### src/residuPkg.sv
package residuPkg;

	////////////////////
	// Word types
	////////////////////

	// Scratch memory address
	typedef logic [10:0] addrT;

	// Q15 fractional value
	typedef logic signed [15:0] shortT;

	// Q31 accumulator value
	typedef logic signed [31:0] longT;

	// One memory word, seen whole or as two halves
	typedef union packed {
		longT longWord;
		struct packed {
			shortT hi;
			shortT lo;
		} halves;
	} memWordU;

	////////////////////
	// Constants
	////////////////////

	localparam int MEM_WORDS = 2048;

	// Scale shift applied to every accumulated output
	localparam shortT SHIFT_AMOUNT = 16'sd3;
	localparam longT ROUND_CONST = 32'sh0000_8000;

	localparam longT MAX_LONG = 32'sh7fff_ffff;
	localparam longT MIN_LONG = 32'sh8000_0000;
	localparam shortT MAX_SHORT = 16'sh7fff;
	localparam shortT MIN_SHORT = 16'sh8000;

endpackage
### src/residuIf.sv
`timescale 1ns/10ps

// Scratch memory port, data returns one cycle after the address
interface memPort import residuPkg::*; ();
	addrT readAddr1;
	addrT readAddr2;
	logic writeEn;
	addrT writeAddr;
	memWordU writeData;
	memWordU dataIn1;
	memWordU dataIn2;

	modport ctrl (output readAddr1, readAddr2, writeEn, writeAddr, writeData,
		input dataIn1, dataIn2);
	modport unit (input readAddr1, readAddr2, writeEn, writeAddr, writeData,
		output dataIn1, dataIn2);
endinterface

// Fractional multiplier, results in the same cycle
interface macPort import residuPkg::*; ();
	shortT opA;
	shortT opB;
	longT accIn;
	longT multResult;
	longT macResult;

	modport ctrl (output opA, opB, accIn, input multResult, macResult);
	modport unit (input opA, opB, accIn, output multResult, macResult);
endinterface

// Saturating adders
interface aluPort import residuPkg::*; ();
	shortT addA, addB, addSum;
	shortT subA, subB, subDiff;
	longT longA, longB, longSum;

	modport ctrl (output addA, addB, subA, subB, longA, longB,
		input addSum, subDiff, longSum);
	modport unit (input addA, addB, subA, subB, longA, longB,
		output addSum, subDiff, longSum);
endinterface

// Multi-cycle shifter, ready held until the done pulse
interface shiftPort import residuPkg::*; ();
	longT operand;
	shortT amount;
	logic ready;
	longT result;
	logic done;

	modport ctrl (output operand, amount, ready, input result, done);
	modport unit (input operand, amount, ready, output result, done);
endinterface

### src/residuSequencer.sv
`timescale 1ns/10ps

module residuSequencer import residuPkg::*; #(
	parameter int ORDER = 10
) (
	input  logic       clk,
	input  logic       reset,
	input  logic       start,
	input  logic [5:0] lg,
	input  addrT       aBase,
	input  addrT       xBase,
	input  addrT       yBase,
	output logic       done,
	output logic       busy,
	memPort.ctrl       mem,
	macPort.ctrl       mac,
	aluPort.ctrl       alu,
	shiftPort.ctrl     shift
);

	localparam logic [3:0] INIT = 4'd0;
	localparam logic [3:0] FOR1 = 4'd1;
	localparam logic [3:0] MEM1 = 4'd2;
	localparam logic [3:0] LMULT = 4'd3;
	localparam logic [3:0] FOR2 = 4'd4;
	localparam logic [3:0] MEM2 = 4'd5;
	localparam logic [3:0] LMAC = 4'd6;
	localparam logic [3:0] LSHL = 4'd7;
	localparam logic [3:0] ROUND = 4'd8;
	localparam logic [3:0] FINISH = 4'd9;

	logic [3:0] state, nextState;
	logic [5:0] i, nextI;
	// Five bits so the tap count can pass ORDER of 15
	logic [4:0] j, nextJ;
	shortT temp, nextTemp;
	longT acc, nextAcc;

	always_ff @(posedge clk)
	begin
		if (reset)
		begin
			state <= INIT;
			i <= '0;
			j <= 5'd1;
		end
		else
		begin
			state <= nextState;
			i <= nextI;
			j <= nextJ;
		end
	end

	always_ff @(posedge clk)
	begin
		temp <= nextTemp;
		acc <= nextAcc;
	end

	assign busy = (state != INIT);

	////////////////////
	// Loop control
	////////////////////

	always_comb
	begin
		nextState = state;
		nextI = i;
		nextJ = j;
		nextTemp = temp;
		nextAcc = acc;
		done = 1'b0;
		mem.readAddr1 = '0;
		mem.readAddr2 = '0;
		mem.writeEn = 1'b0;
		mem.writeAddr = '0;
		mem.writeData = '0;
		mac.opA = '0;
		mac.opB = '0;
		mac.accIn = '0;
		alu.addA = '0;
		alu.addB = '0;
		alu.subA = '0;
		alu.subB = '0;
		alu.longA = '0;
		alu.longB = '0;
		shift.operand = acc;
		shift.amount = SHIFT_AMOUNT;
		shift.ready = 1'b0;

		case (state)
			INIT:
			begin
				nextI = '0;
				nextJ = 5'd1;
				if (start)
					nextState = FOR1;
			end

			// Fetch x[i] or finish
			FOR1:
			begin
				if (i < lg)
				begin
					alu.addA = {5'd0, xBase};
					alu.addB = {10'd0, i};
					mem.readAddr2 = alu.addSum[10:0];
					nextState = MEM1;
				end
				else
					nextState = FINISH;
			end

			MEM1:
			begin
				mem.readAddr1 = aBase;
				nextTemp = mem.dataIn2.halves.lo;
				nextState = LMULT;
			end

			LMULT:
			begin
				mac.opA = temp;
				mac.opB = mem.dataIn1.halves.lo;
				nextAcc = mac.multResult;
				nextState = FOR2;
			end

			// Coefficient table sits on a 16-word boundary
			FOR2:
			begin
				if (j <= ORDER)
				begin
					mem.readAddr1 = {aBase[10:4], j[3:0]};
					nextState = MEM2;
				end
				else
				begin
					// Exit cycle already raises ready with the final sum
					shift.ready = 1'b1;
					nextState = LSHL;
				end
			end

			// x[i-j], may reach back into the history before xBase
			MEM2:
			begin
				alu.subA = {10'd0, i};
				alu.subB = {11'd0, j};
				alu.addA = {5'd0, xBase};
				alu.addB = alu.subDiff;
				mem.readAddr2 = alu.addSum[10:0];
				nextTemp = mem.dataIn1.halves.lo;
				nextState = LMAC;
			end

			LMAC:
			begin
				mac.opA = temp;
				mac.opB = mem.dataIn2.halves.lo;
				mac.accIn = acc;
				nextAcc = mac.macResult;
				alu.addA = {11'd0, j};
				alu.addB = 16'sd1;
				nextJ = alu.addSum[4:0];
				nextState = FOR2;
			end

			LSHL:
			begin
				shift.ready = !shift.done;
				if (shift.done)
				begin
					nextAcc = shift.result;
					nextState = ROUND;
				end
			end

			// Round, keep the high half, sign extended
			ROUND:
			begin
				alu.longA = acc;
				alu.longB = ROUND_CONST;
				mem.writeData.longWord = {{16{alu.longSum[31]}}, alu.longSum[31:16]};
				alu.addA = {5'd0, yBase};
				alu.addB = {10'd0, i};
				mem.writeAddr = alu.addSum[10:0];
				mem.writeEn = 1'b1;
				nextI = i + 6'd1;
				nextJ = 5'd1;
				nextState = FOR1;
			end

			FINISH:
			begin
				done = 1'b1;
				nextState = INIT;
			end

			default:
				nextState = INIT;
		endcase
	end

endmodule

### src/flat_wrapper.sv
// flat-port wrapper written by rule: the top's interface ports become plain ports
module residuSequencer_flat import residuPkg::*;
#(
	parameter int ORDER = 10
)
  (clk, reset, start, lg, aBase, xBase, yBase, done, busy, mem_readAddr1, mem_readAddr2, mem_writeEn, mem_writeAddr, mem_writeData, mem_dataIn1, mem_dataIn2, mac_opA, mac_opB, mac_accIn, mac_multResult, mac_macResult, alu_addA, alu_addB, alu_subA, alu_subB, alu_longA, alu_longB, alu_addSum, alu_subDiff, alu_longSum, shift_operand, shift_amount, shift_ready, shift_result, shift_done);
  memPort mem_i ();
  macPort mac_i ();
  aluPort alu_i ();
  shiftPort shift_i ();
  input  logic clk;
  input  logic reset;
  input  logic start;
  input  logic [5:0] lg;
  input  addrT aBase;
  input  addrT xBase;
  input  addrT yBase;
  output logic done;
  output logic busy;
  output wire logic [$bits(mem_i.readAddr1)-1:0] mem_readAddr1;
  output wire logic [$bits(mem_i.readAddr2)-1:0] mem_readAddr2;
  output wire logic [$bits(mem_i.writeEn)-1:0] mem_writeEn;
  output wire logic [$bits(mem_i.writeAddr)-1:0] mem_writeAddr;
  output wire logic [$bits(mem_i.writeData)-1:0] mem_writeData;
  input wire logic [$bits(mem_i.dataIn1)-1:0] mem_dataIn1;
  input wire logic [$bits(mem_i.dataIn2)-1:0] mem_dataIn2;
  output wire logic [$bits(mac_i.opA)-1:0] mac_opA;
  output wire logic [$bits(mac_i.opB)-1:0] mac_opB;
  output wire logic [$bits(mac_i.accIn)-1:0] mac_accIn;
  input wire logic [$bits(mac_i.multResult)-1:0] mac_multResult;
  input wire logic [$bits(mac_i.macResult)-1:0] mac_macResult;
  output wire logic [$bits(alu_i.addA)-1:0] alu_addA;
  output wire logic [$bits(alu_i.addB)-1:0] alu_addB;
  output wire logic [$bits(alu_i.subA)-1:0] alu_subA;
  output wire logic [$bits(alu_i.subB)-1:0] alu_subB;
  output wire logic [$bits(alu_i.longA)-1:0] alu_longA;
  output wire logic [$bits(alu_i.longB)-1:0] alu_longB;
  input wire logic [$bits(alu_i.addSum)-1:0] alu_addSum;
  input wire logic [$bits(alu_i.subDiff)-1:0] alu_subDiff;
  input wire logic [$bits(alu_i.longSum)-1:0] alu_longSum;
  output wire logic [$bits(shift_i.operand)-1:0] shift_operand;
  output wire logic [$bits(shift_i.amount)-1:0] shift_amount;
  output wire logic [$bits(shift_i.ready)-1:0] shift_ready;
  input wire logic [$bits(shift_i.result)-1:0] shift_result;
  input wire logic [$bits(shift_i.done)-1:0] shift_done;
  assign mem_readAddr1 = mem_i.readAddr1;
  assign mem_readAddr2 = mem_i.readAddr2;
  assign mem_writeEn = mem_i.writeEn;
  assign mem_writeAddr = mem_i.writeAddr;
  assign mem_writeData = mem_i.writeData;
  assign mem_i.dataIn1 = mem_dataIn1;
  assign mem_i.dataIn2 = mem_dataIn2;
  assign mac_opA = mac_i.opA;
  assign mac_opB = mac_i.opB;
  assign mac_accIn = mac_i.accIn;
  assign mac_i.multResult = mac_multResult;
  assign mac_i.macResult = mac_macResult;
  assign alu_addA = alu_i.addA;
  assign alu_addB = alu_i.addB;
  assign alu_subA = alu_i.subA;
  assign alu_subB = alu_i.subB;
  assign alu_longA = alu_i.longA;
  assign alu_longB = alu_i.longB;
  assign alu_i.addSum = alu_addSum;
  assign alu_i.subDiff = alu_subDiff;
  assign alu_i.longSum = alu_longSum;
  assign shift_operand = shift_i.operand;
  assign shift_amount = shift_i.amount;
  assign shift_ready = shift_i.ready;
  assign shift_i.result = shift_result;
  assign shift_i.done = shift_done;
  residuSequencer #(.ORDER(ORDER)) u_core (.clk(clk), .reset(reset), .start(start), .lg(lg), .aBase(aBase), .xBase(xBase), .yBase(yBase), .done(done), .busy(busy), .mem(mem_i), .mac(mac_i), .alu(alu_i), .shift(shift_i));
endmodule
### config.mk
export PLATFORM = sky130hd
export DESIGN_NAME = residuSequencer_flat
export DESIGN_NICKNAME = d
export VERILOG_FILES = /design/src/residuPkg.sv /design/src/residuIf.sv /design/src/residuSequencer.sv /design/src/flat_wrapper.sv
export SDC_FILE = /design/constraint.sdc
export NUM_CORES = 1
export LEC_CHECK = 0
export ABC_AREA = 0
export BUFFER_PORTS_ARGS = -buffer_cell sky130_fd_sc_hd__buf_2
export CORE_AREA = 4 4 222 224
export CTS_BUF_LIST = sky130_fd_sc_hd__clkbuf_8
export DETAILED_ROUTE_END_ITERATION = 10
export DIE_AREA = 0 0 226 228
export MAX_ROUTING_LAYER = met4
export SYNTH_ARGS = -nofsm -noshare
export SYNTH_HDL_FRONTEND = slang
export SYNTH_SLANG_ARGS = --single-unit
### constraint.sdc
create_clock -name clk -period 4.1 [get_ports clk]
set_clock_uncertainty 0.05 [all_clocks]
set_input_delay 0.615 -clock clk [delete_from_list [all_inputs] [get_ports clk]]
set_output_delay 0.615 -clock clk [all_outputs]
set_load 0.01 [all_outputs]
=== Word-level counts from Yosys, hierarchy flattened ===
Index checks and enable logic that the tools add are counted.

* Bits in registers: 63
* Logic and storage cells: 61
* Output and inout port bits: 309

* Eq/ne operators: 11
* Add/sub/neg operators: 1
* $lt $le $gt $ge: 2
* Reduce and logical (&&, ||, !) cells: 11
* Multiplexer cells: 31

{| class="wikitable"
|+ Operators by type and width
! operator !! number
|-
| $mux 32 || 4
|-
| $pmux 16 s4 || 2
|-
| $pmux 32 s3 || 1
|-
| $pmux 16 s2 || 2
|-
| $mux 11 || 4
|-
| $pmux 11 s2 || 2
|-
| $mux 16 || 2
|-
| $pmux 4 s8 || 1
|-
| $eq 4x3->1 const B || 4
|-
| $mux 4 || 3
|-
| $mux 6 || 2
|-
| $pmux 6 s2 || 1
|-
| $pmux 5 s2 || 1
|-
| $eq 4x2->1 const B || 2
|-
| $eq 4x4->1 const B || 2
|-
| $add 6x1->6 const B || 1
|-
| $lt 6x6->1 || 1
|-
| $reduce_bool 2->1 || 3
|-
| $le 5x4->1 const B || 1
|-
| $mux 5 || 1
|-
| $eq 4x1->1 const B || 1
|-
| $logic_not 4->1 || 1
|-
| $ne 2x2->1 const B || 2
|-
| $reduce_and 2->1 || 2
|-
| other kinds (7) || 10
|}

=== Depth between registers and ports, before layout ===
Gate-level depths: netlist of run 1.

* Depth in word-level cells: 3
* Mapped depth: 8
* Mapped depth without buffers: 7

=== Worst setup path before layout of run 1 ===
OpenSTA, ideal clock, no wires.

* Path kind: register to register
* Start: register u_core.state[0]
* End: register u_core.acc[0] (netlist: u_core.shift.operand[0]), enable pin
* Setup slack: 0.887 ns
* Data arrival time: 2.731 ns
* Cell stages (with the launch flop): 7
* Clock period less this slack: 3.213 ns
* Path buffers: 2
* Required time: 3.618 ns
* Setup time: 0.432 ns
* Path through: dfxtp_1 buf_4 nand2b_1 nor2_2 buf_2 inv_1 a21oi_1

* Longest elaborated chain between the ends: 3

{| class="wikitable"
|+ RTL lines
! what !! line !! RTL
|-
| from (decl) || residuSequencer.sv:32 || <nowiki>logic [3:0] state, nextState;</nowiki>
|-
| from (signal assigned) || residuSequencer.sv:49 || <nowiki>state <= nextState;</nowiki>
|-
| $eq 4x3->1 / $eq 4x2->1 (equally long branches) || residuSequencer.sv:93 || <nowiki>case (state)</nowiki>
|-
| $ne 2x2->1 (no source line) / $reduce_bool 3->1 (equally long branches) || - ||
|-
| $reduce_and 2->1 (no source line) (*) || - ||
|-
| to (signal assigned) || residuSequencer.sv:58 || <nowiki>acc <= nextAcc;</nowiki>
|-
| to (decl) || residuSequencer.sv:37 || <nowiki>longT acc, nextAcc;</nowiki>
|}

Every way passes the cells marked *; elsewhere a longest branch is shown, timed or not.
A chain may end at the register's enable or synchronous reset.

=== Worst setup path after layout of run 1 ===
* Start: register u_core.state[2]
* End: output mem_readAddr2[2]

* Longest elaborated chain between the ends: 2

{| class="wikitable"
|+ RTL lines
! what !! line !! RTL
|-
| $eq 4x3->1 / $eq 4x1->1 (equally long branches) || residuSequencer.sv:93 ||
|-
| $pmux 11 s2 (*) || residuSequencer.sv:93 ||
|-
| to (decl) || flat_wrapper.sv:21 || <nowiki>output wire logic [$bits(mem_i.readAddr2)-1:0] mem_readAddr2;</nowiki>
|}

Marked as above.

==> run_results.csv, run 1 <==
group,metric,value,unit
run_status,outcome,"finished clean",
setup_path,timing.critical_path.from,"u_core.state[2]",
setup_path,timing.critical_path.cells,"nand2b_1, o21ai_2, buf_4, and2_1, buf_2",
yosys,synth.avg_cell_area,8.95,um^2
timing,finalWorstPathRequiredPeriod,3.50,ns
detailed_routing,drcViolationCount,0,
timing,rsz0062_at_grt,"no",
yosys,ys_top_cells_by_area,"sky130_fd_sc_hd__edfxtp_1 (28%), sky130_fd_sc_hd__buf_4 (13%), sky130_fd_sc_hd__and2_1 (8.6%), sky130_fd_sc_hd__and3_1 (7.3%), sky130_fd_sc_hd__a222oi_1 (6.2%)",
timing,fin_worst_hold_slack,0.445,ns
yosys,ys_types,47,
yosys,synth_edf_count,48,
global_route,grt_start_max_net_pins,76,
placed_design,place_hpwl,20100,um
cells_and_area,area.growth.synth_to_final,52.8,%
timing,final_number_of_setup_violating_endpoints,0,
clock_network,ctsRootBufferMaster,"sky130_fd_sc_hd__clkbuf_8",
floorplanning,core.rowCount,80,
detailed_routing,post_drt_via_cell_ratio,3.66,
yosys,async_flop_share,0,
yosys,synth_sequential_area_ratio,0.335,
global_route,vias_in_the_first_global_route,5606,
pwr,power.density,240,nW/um^2
pwr,internal_power,1.26,mW
floorplanning,design.core.area,47300,um^2
cells_and_area,nNetsFinal,1259,
yosys,synth.cell_area,5190,um^2
placed_design,detailed_place.area,7710,um^2
cells_and_area,fillCellCount,5322,
placed_design,dp.cells,1590,
timing,actual_transition_at_the_worst_max_transition_pin,1.21,ns
clock_network,worst_setup_hold_path_clk_slew,0.08,ns
detailed_routing,totalWireLength,25400,um
yosys,syn_inst,580,
setup_path,delay_of_the_slowest_cell_on_the_worst_path,0.96,ns
pwr,clockPowerShare,0.338,
placed_design,place.gp.congestion,0.858,
pwr,seq_power_share,0.395,
clock_network,cts_made_buffers,9,
clock_network,cts_tree,"built",
clock_network,htree_num_levels,3,
setup_path,cp.arrival,2.83,ns
global_route,grt_pass1_wl,34700,um
setup_path,crit_path_max_fanout,15,
setup_path,critical_path.slowest_cell,"sky130_fd_sc_hd__o21ai_2",
yosys,synth_top_area_frac,0.278,
global_route,globalRouteTotalUtil,0.0945,
timing,hold_viol,0,
floorplanning,boundaryPins,576,
floorplanning,design.die.area,51500,um^2
timing,layout_worst_path_cycle_share,0.853,
clock_network,cts-resized-gates,0,
cells_and_area,postLayoutCellArea,7940,um^2
clock_network,clock_latency,0.40,ns
cells_and_area,final_layout_size_suffix_gt1_frac,0.499,
detailed_routing,detailedRoute.firstPassIterationCount,6,
placed_design,buffer_ports.inserted,449,
yosys,synth_largest_area_cell,"sky130_fd_sc_hd__edfxtp_1",
setup_path,worst_r2r_startpoint,"u_core.state[1]",
detailed_routing,drc_marker_count_from_the_first_detailed_route_iteration,323,
timing,max_freq,286,MHz
floorplanning,die-width,226,um
cells_and_area,multi_input_comb_area,2730,um^2
setup_path,required,3.43,ns
timing,slew-limit-headroom,0.191,
detailed_routing,vias,5890,
cells_and_area,layout.cells.non_filler,1610,
clock_network,clock_sinks,63,
detailed_routing,detail_route.wl_per_cell,15.7,um
cells_and_area,seqCellArea,1740,um^2
yosys,ys_seq_elements,63,
setup_path,setup.worst_path.class,"flip-flop to primary output",
clock_network,cts_hold_buffers,0,
hold_path,hp-start,"shift_result[14]",
pwr,irDropWorstVdd,0.152,mV
pwr,share_comb_of_total_power,0.268,
hold_path,worstHoldPathType,"primary input to flip-flop",
setup_path,critical_path.top_delay_family,"compound AO/OA/AOI/OAI gates",
clock_network,cts_post_setup_buffers_inserted,0,
yosys,synthFlopType,"sky130_fd_sc_hd__edfxtp_1",
pwr,netSwitchingPower,641,uW
global_route,antenna_found_initial,4,
yosys,synth_warnings,0,
setup_path,critical_path.n_buffers_inverters,2,
run,max_cap_viol_count,0,
global_route,grt.overflow.total,0,
detailed_routing,drtAntennaViolNets,0,
setup_path,critPathLaunchType,"flip-flop",
floorplanning,vertical_extent_of_the_die,228,um
clock_network,cts_buffer_depth,2,
pwr,power_switching_share,0.337,
setup_path,crit_end_category,"primary output",
floorplanning,floorplan.initialDensity,0.110,
pwr,p_leak,4.40,nW
timing,slew_viol_final,0,
timing,timing.setup.tns,0,ns
registers in the layout, indices dropped and copies added, names as in the netlist:
name / cells
u_core.i: 6
u_core.j: 5
u_core.shift.operand: 32
u_core.state: 4
u_core.temp: 16
power groups by stage:
stage / clock network [mW] / registers (mW) / logic, mW
floorplan: 0 / 0.759 / 0.297
global placement: 0 / 0.764 / 0.497
detailed placement: 0 / 0.764 / 0.510
CTS: 0.711 / 0.750 / 0.511
global route: 0.718 / 0.755 / 0.552
finish: 0.642 / 0.750 / 0.508
final cells by class:
class	count	area share
tap	615	0.0970
clock inverter	7	0.0110
inverter	40	0.0189
clock buffer	9	0.0156
sequential	63	0.220
multi-input combinational	413	0.344
timing repair buffer	459	0.293
antenna	4	0.00126
logic make-up (layout without fill, tap and decap cells):
kind of cell / count (synthesis) / count (layout) / share of synthesized area
adder cells (fa/ha/maj): 7 / 7 / 0.0164
buffers and inverters: 175 / 515 / 0.198
flip-flops: 63 / 63 / 0.335
other: 2 / 77 / 0.00145
multiplexers: 16 / 16 / 0.0347
AO/OA/AOI/OAI: 102 / 102 / 0.166
XOR/XNOR: 2 / 2 / 0.00337
AND/OR/NAND/NOR: 213 / 213 / 0.245
cells in the final DEF (no fill, tap or decap), drive strengths merged, types with 3 or more instances in the layout:
cell type | synthesis | routed
nor2 | 12 | 12
a222oi | 32 | 32
nand2b | 7 | 7
nand4 | 3 | 3
conb | 2 | 73
dfxtp | 15 | 15
a21oi | 14 | 14
diode | 0 | 4
nor2b | 19 | 19
and3 | 61 | 61
and2 | 71 | 71
nand3b | 3 | 3
nand3 | 5 | 5
a22o | 36 | 36
o21ai | 5 | 5
edfxtp | 48 | 48
nand2 | 17 | 17
clkinv | 0 | 5
clkbuf | 27 | 9
nor3 | 7 | 7
a21o | 6 | 6
inv | 40 | 40
buf | 108 | 459
mux2 | 16 | 16
ha | 6 | 6
final timing paths:
kind,end,slack (ns),depth (start not counted)
worst max-delay path,mem_readAddr2[2],0.60,5
worst min register to register,u_core.j[4],0.53,2
worst min-delay path,u_core.shift.operand[14],0.45,3
worst max register to register,u_core.temp[0],1.32,3
worst register-to-register path: cells and delay by family (launching register included):
kind,cells,cell delay [ns]
and+or+nand+nor,3,1.69
DFF,1,0.65
synth_stat cells, types with 7 or more instances:
cell and number:
sky130_fd_sc_hd__and2_1 71, sky130_fd_sc_hd__a22o_1 36, sky130_fd_sc_hd__a222oi_1 32, sky130_fd_sc_hd__buf_2 16, sky130_fd_sc_hd__inv_1 39, sky130_fd_sc_hd__nand2_1 16
sky130_fd_sc_hd__mux2_1 7, sky130_fd_sc_hd__mux2_2 9, sky130_fd_sc_hd__and3_1 61, sky130_fd_sc_hd__edfxtp_1 48, sky130_fd_sc_hd__nand2b_1 7, sky130_fd_sc_hd__a21oi_1 14
sky130_fd_sc_hd__buf_4 91, sky130_fd_sc_hd__nor2_1 9, sky130_fd_sc_hd__dfxtp_1 15, sky130_fd_sc_hd__clkbuf_1 27, sky130_fd_sc_hd__nor2b_1 19
routing by layer:
layer,track usage,up-vias,share of wire
met5,-,-,0
met4,0.0444,0,0.027
met3,0.0176,27,0.077
met2,0.163,372,0.50
met1,0.105,2764,0.40
li1,-,2727,-
per-stage QoR:
stage / total power [mW] / util / worst slack [ns]
floorplan: 1.06 / - / 0.887
global placement: 1.26 / 0.163 / 0.782
detailed placement: 1.27 / 0.163 / 0.772
CTS: 1.97 / 0.167 / 0.486
global route: 2.03 / 0.168 / 0.364
finish: 1.90 / 0.168 / 0.604
Note: power is estimated with default switching activity, not from simulation.
==> run 2: changes to the inputs <==
--- a/config.mk
+++ b/config.mk
@@ -7,11 +7,14 @@
 export LEC_CHECK = 0
 export ABC_AREA = 0
 export BUFFER_PORTS_ARGS = -buffer_cell sky130_fd_sc_hd__buf_2
-export CORE_AREA = 4 4 222 224
+export CELL_PAD_IN_SITES_DETAIL_PLACEMENT = 2
+export CELL_PAD_IN_SITES_GLOBAL_PLACEMENT = 2
+export CORE_AREA = 4 4 220 222
 export CTS_BUF_LIST = sky130_fd_sc_hd__clkbuf_8
 export DETAILED_ROUTE_END_ITERATION = 10
-export DIE_AREA = 0 0 226 228
+export DIE_AREA = 0 0 224 226
 export MAX_ROUTING_LAYER = met4
+export PLACE_DENSITY_LB_ADDON = 0.1
 export SYNTH_ARGS = -nofsm -noshare
 export SYNTH_HDL_FRONTEND = slang
 export SYNTH_SLANG_ARGS = --single-unit
==> run 2 against run 1 <==
Highest routed layer unchanged. Routed wire length grew 22%. Flip-flop and latch count unchanged. Largest cell class unchanged. Fmax grew 7.3%. Critical path depth increased by 1. Sequential power barely moved. Core utilization increased by 0.49 points. Hold slack gained 0.012 ns.
==> run_results.csv, run 2 (synthesis gave the netlist of run 1 again) <==
group,metric,value,unit
run_status,outcome,"finished clean",
clock_network,cts-resized-gates,0,
timing,layout_worst_path_cycle_share,0.794,
detailed_routing,totalWireLength,30900,um
placed_design,place.gp.congestion,0.689,
pwr,irDropWorstVdd,0.133,mV
global_route,grt_start_max_net_pins,69,
setup_path,cp.arrival,2.59,ns
floorplanning,floorplan.initialDensity,0.112,
setup_path,setup.worst_path.class,"flip-flop to primary output",
detailed_routing,drcViolationCount,0,
timing,slew-limit-headroom,0.340,
clock_network,clock_sinks,63,
detailed_routing,detailedRoute.firstPassIterationCount,5,
timing,layout_setup_ws,0.844,ns
detailed_routing,drtAntennaViolNets,0,
timing,timing.setup.tns,0,ns
floorplanning,die-width,224,um
hold_path,worstHoldPathType,"primary input to flip-flop",
global_route,grt.overflow.total,0,
detailed_routing,vias,5801,
floorplanning,design.die.area,50600,um^2
timing,fin_worst_hold_slack,0.458,ns
timing,actual_transition_at_the_worst_max_transition_pin,0.990,ns
timing,max_freq,307,MHz
detailed_routing,post_drt_via_cell_ratio,3.61,
clock_network,cts_tree,"built",
run,max_cap_viol_count,0,
clock_network,cts_hold_buffers,0,
global_route,grt_pass1_wl,43900,um
placed_design,pre_cts_slack,0.960,ns
cells_and_area,area.growth.synth_to_final,54.0,%
floorplanning,vertical_extent_of_the_die,226,um
hold_path,hp-start,"alu_addSum[1]",
setup_path,timing.critical_path.from,"u_core.state[2]",
detailed_routing,drc_marker_count_from_the_first_detailed_route_iteration,337,
placed_design,place_hpwl,24800,um
clock_network,cts_post_setup_buffers_inserted,0,
clock_network,clock_latency,0.39,ns
cells_and_area,final_layout_size_suffix_gt1_frac,0.502,
floorplanning,core.rowCount,79,
timing,final_number_of_setup_violating_endpoints,0,
timing,slew_viol_final,0,
setup_path,required,3.43,ns
cells_and_area,layout_common_cells,"sky130_fd_sc_hd__buf_2 (449), sky130_fd_sc_hd__conb_1 (73), sky130_fd_sc_hd__and2_1 (71)",
pwr,p_leak,4.44,nW
placed_design,buffer_ports.inserted,449,
floorplanning,design.core.area,46400,um^2
setup_path,critPathLaunchType,"flip-flop",
detailed_routing,detail_route.wl_per_cell,19.3,um
clock_network,cts_buffer_depth,2,
clock_network,worst_setup_hold_path_clk_slew,0.08,ns
setup_path,crit_end_category,"primary output",
clock_network,ctsRootBufferMaster,"sky130_fd_sc_hd__clkbuf_8",
setup_path,worst_r2r_startpoint,"u_core.state[2]",
setup_path,crit_path_max_fanout,24,
global_route,globalRouteTotalUtil,0.120,
pwr,power.density,247,nW/um^2
timing,hold_viol,0,
timing,finalWorstPathRequiredPeriod,3.26,ns
global_route,antenna_found_initial,4,
cells_and_area,nNetsFinal,1262,
clock_network,htree_num_levels,3,
cells_and_area,fillCellCount,5527,
global_route,vias_in_the_first_global_route,6470,
clock_network,cts_made_buffers,9,
floorplanning,boundaryPins,576,
timing,rsz0062_at_grt,"no",
cells_and_area,largest_register_ffs,32,
cells_and_area,layout.cells.most_common,"sky130_fd_sc_hd__buf_2",
[run 2: critical path, cell delays in order (launching register included)]
cell,delay (ns)
sky130_fd_sc_hd__dfxtp_1,0.71
sky130_fd_sc_hd__nand2_1,0.28
sky130_fd_sc_hd__nor3_4,0.24
sky130_fd_sc_hd__buf_4,0.38
sky130_fd_sc_hd__nor2_2,0.25
sky130_fd_sc_hd__nor2b_1,0.18
sky130_fd_sc_hd__buf_2,0.16
[run 2: path summary, 6_finish.rpt]
| path | endpoint | slack (ns) | cells after the start |
|---|---|---|---|
| setup / recovery | mac_opA[11] | 0.84 | 6 |
| hold / removal | u_core.j[1] | 0.46 | 3 |
| setup reg to reg | u_core.shift.operand[14] | 1.38 | 4 |
| hold reg to reg | u_core.j[4] | 0.48 | 2 |
[run 2: metal layers]
metal / vias up / track usage / routed length (um)
met1: 2778 / 0.135 / 12200
met5: - / - / 0
met3: 13 / 0.0402 / 2720
li1: 2732 / - / -
met4: 0 / 0.0286 / 295
met2: 278 / 0.207 / 15700
[run 2: area by class of cell]
cell class                 count  area [um^2]  share of cell area
multi-input combinational    413         2730               0.341
timing repair buffer         462         2370               0.296
sequential                    63         1740               0.218
tap                          607          759              0.0950
inverter                      40          150              0.0188
clock buffer                   9          124              0.0155
clock inverter                 7          113              0.0141
antenna                        4         10.0             0.00125
[run 2: where the power goes]
part	switching [mW]	total (mW)	internal, mW
Clock	0.310	0.711	0.401
Combinational	0.314	0.515	0.201
Sequential	0.0261	0.753	0.727
[run 2: through the flow]
step | std cells | utilization | power (mW) | cell area (um^2)
global route | 1605 | 0.173 | 2.11 | 8000
detailed placement | 1585 | 0.167 | 1.30 | 7750
finish | 1605 | 0.173 | 1.98 | 8000
CTS | 1601 | 0.172 | 2.05 | 7990
floorplan | 651 | - | 1.06 | 5460
global placement | 1585 | 0.167 | 1.30 | 7750
==> run 3: changes to the inputs <==
==> constraint.sdc (replaced) <==
create_clock -name clk -period 3.07 [get_ports clk]
set_clock_uncertainty 0.05 [all_clocks]
set_input_delay 0.4605 -clock clk [delete_from_list [all_inputs] [get_ports clk]]
set_output_delay 0.4605 -clock clk [all_outputs]
set_load 0.01 [all_outputs]
==> run 3 against run 2 <==
Clock power rose by 13%. Cell area is 0.86% higher. First-iteration DRC count is 23% lower. Flip-flop and latch count unchanged. Highest routed layer unchanged. Combinational power increased by 41%. Power grew 28%. Global-route usage rose by 0.098 points. Clock-buffer cell count unchanged. Worst setup slack worse by 0.57 ns. Non-clock buffer count increased by 11. Sequential share of layout area fell by 0.19 points.
==> run_results.csv, run 3 (synthesis gave the netlist of run 1 again) <==
group,metric,value,unit
timing,hold_viol,0,
detailed_routing,drc_marker_count_from_the_first_detailed_route_iteration,260,
global_route,globalRouteTotalUtil,0.121,
timing,final_number_of_setup_violating_endpoints,0,
setup_path,crit_path_max_fanout,22,
setup_path,timing.critical_path.from,"u_core.i[5]",
floorplanning,core.rowCount,79,
timing,fin_worst_hold_slack,0.284,ns
timing,actual_transition_at_the_worst_max_transition_pin,0.848,ns
setup_path,required,2.56,ns
detailed_routing,post_drt_via_cell_ratio,3.61,
setup_path,critPathLaunchType,"flip-flop",
setup_path,setup.worst_path.class,"flip-flop to primary output",
cells_and_area,nNetsFinal,1274,
floorplanning,floorplan.initialDensity,0.112,
detailed_routing,drtAntennaViolNets,0,
setup_path,delay_of_the_slowest_cell_on_the_worst_path,0.42,ns
floorplanning,design.die.area,50600,um^2
placed_design,pre_cts_slack,0.337,ns
pwr,total_power,2.53,mW
setup_path,critical_path.n_buffers_inverters,2,
timing,layout_worst_path_cycle_share,0.912,
placed_design,place.gp.congestion,0.748,
global_route,grt_pass1_wl,43900,um
clock_network,clock_latency,0.40,ns
timing,slew_viol_final,0,
setup_path,timing.critical_path.cells,"ha_1, a21oi_1, o21a_1, o2111ai_2, o21ai_2, buf_12, a21o_1, buf_2",
detailed_routing,vias,5830,
run,max_cap_viol_count,0,
global_route,grt.overflow.total,0,
pwr,p_leak,4.47,nW
setup_path,crit_end_category,"primary output",
placed_design,place_hpwl,25400,um
clock_network,cts_buffer_depth,2,
setup_path,cp.arrival,2.29,ns
clock_network,htree_num_levels,3,
placed_design,buffer_ports.inserted,449,
clock_network,ctsRootBufferMaster,"sky130_fd_sc_hd__clkbuf_8",
detailed_routing,detail_route.wl_per_cell,19.6,um
cells_and_area,antenna_cell_count,0,
floorplanning,die-width,224,um
global_route,grt_start_max_net_pins,59,
timing,finalWorstPathRequiredPeriod,2.80,ns
floorplanning,design.core.area,46400,um^2
detailed_routing,drcViolationCount,0,
detailed_routing,detailedRoute.firstPassIterationCount,6,
clock_network,cts_tree,"built",
detailed_routing,totalWireLength,31600,um
clock_network,clock_sinks,63,
setup_path,critical_path.top_delay_family,"compound AO/OA/AOI/OAI gates",
setup_path,critical_path.slowest_cell,"sky130_fd_sc_hd__dfxtp_1",
floorplanning,vertical_extent_of_the_die,226,um
timing,timing.setup.tns,0,ns
cells_and_area,largest_register_ffs,32,
cells_and_area,area.growth.synth_to_final,55.3,%
pwr,power.density,313,nW/um^2
cells_and_area,utilization_of_the_core_after_routing,0.174,
timing,rsz0062_at_grt,"no",
cells_and_area,layout.cells.most_common,"sky130_fd_sc_hd__buf_2",
clock_network,worst_setup_hold_path_clk_slew,0.09,ns
cells_and_area,final_layout_size_suffix_gt1_frac,0.511,
clock_network,cts_made_buffers,9,
floorplanning,boundaryPins,576,
cells_and_area,layout_common_cells,"sky130_fd_sc_hd__buf_2 (449), sky130_fd_sc_hd__conb_1 (73), sky130_fd_sc_hd__and2_1 (71)",
setup_path,worst_r2r_startpoint,"u_core.state[2]",
pwr,irDropWorstVdd,0.170,mV
hold_path,hp-start,"alu_addSum[4]",
timing,layout_setup_ws,0.269,ns
timing,slew-limit-headroom,0.434,
global_route,vias_in_the_first_global_route,6295,
run_status,outcome,"finished clean",
global_route,antenna_found_initial,0,
clock_network,cts_post_setup_buffers_inserted,0,
hold_path,worstHoldPathType,"primary input to flip-flop",
timing,max_freq,357,MHz
clock_network,cts_hold_buffers,0,
## run 3: cell types whose count changed in the layout (fill, tap and decap cells not counted), sizes merged
cell,before,now
bufinv,3,1
diode,4,0
nor2,12,13
clkinvlp,0,2
buf,462,473
## run 3: path summary, 6_finish.rpt
check | endpoint | depth (start not counted) | slack, ns
hold reg to reg | u_core.j[4] | 2 | 0.47
hold / removal | u_core.j[4] | 3 | 0.28
setup reg to reg | u_core.shift.operand[18] | 4 | 0.55
setup / recovery | alu_addA[2] | 8 | 0.27
## run 3: tightest hold or removal path: stages
cell,delay [ns]
sky130_fd_sc_hd__buf_2,0.12
sky130_fd_sc_hd__nand2_1,0.05
sky130_fd_sc_hd__a21oi_1,0.05
## run 3: final cells by class
cell class | instances | area (um^2)
fillers | 5526 | 38300
multi-input cells | 414 | 2750
repair buffers | 473 | 2460
flip-flops and latches | 63 | 1740
well taps | 607 | 759
inverters | 40 | 150
clock buffers | 9 | 124
clock inverters | 7 | 72.6
## run 3: report_power, final
part | switching [mW] | leakage (nW) | total (mW) | internal (mW)
Sequential | 0.0282 | 0.558 | 0.998 | 0.970
Combinational | 0.440 | 3.82 | 0.725 | 0.285
Clock | 0.427 | 0.0956 | 0.803 | 0.376
## run 3: timing repair
item                                    CTS  global route
gates cloned                              0             1
endpoints found under the setup margin    6            22
pin swaps                                 1             0
gates resized for setup                   1             3
## run 3: metal layers
metal	part of all wire	vias up	GRT usage
met5	0	-	-
met4	0.011	0	0.0290
met3	0.082	14	0.0394
met2	0.50	278	0.205
met1	0.41	2791	0.139
li1	-	2747	-
## run 3: stage by stage
stage	std cells	cell area (um^2)
final	1613	8070
after global routing	1613	8070
after CTS	1612	8050
after detailed placement	1596	7850
after global placement	1596	7850
after floorplan	651	5460
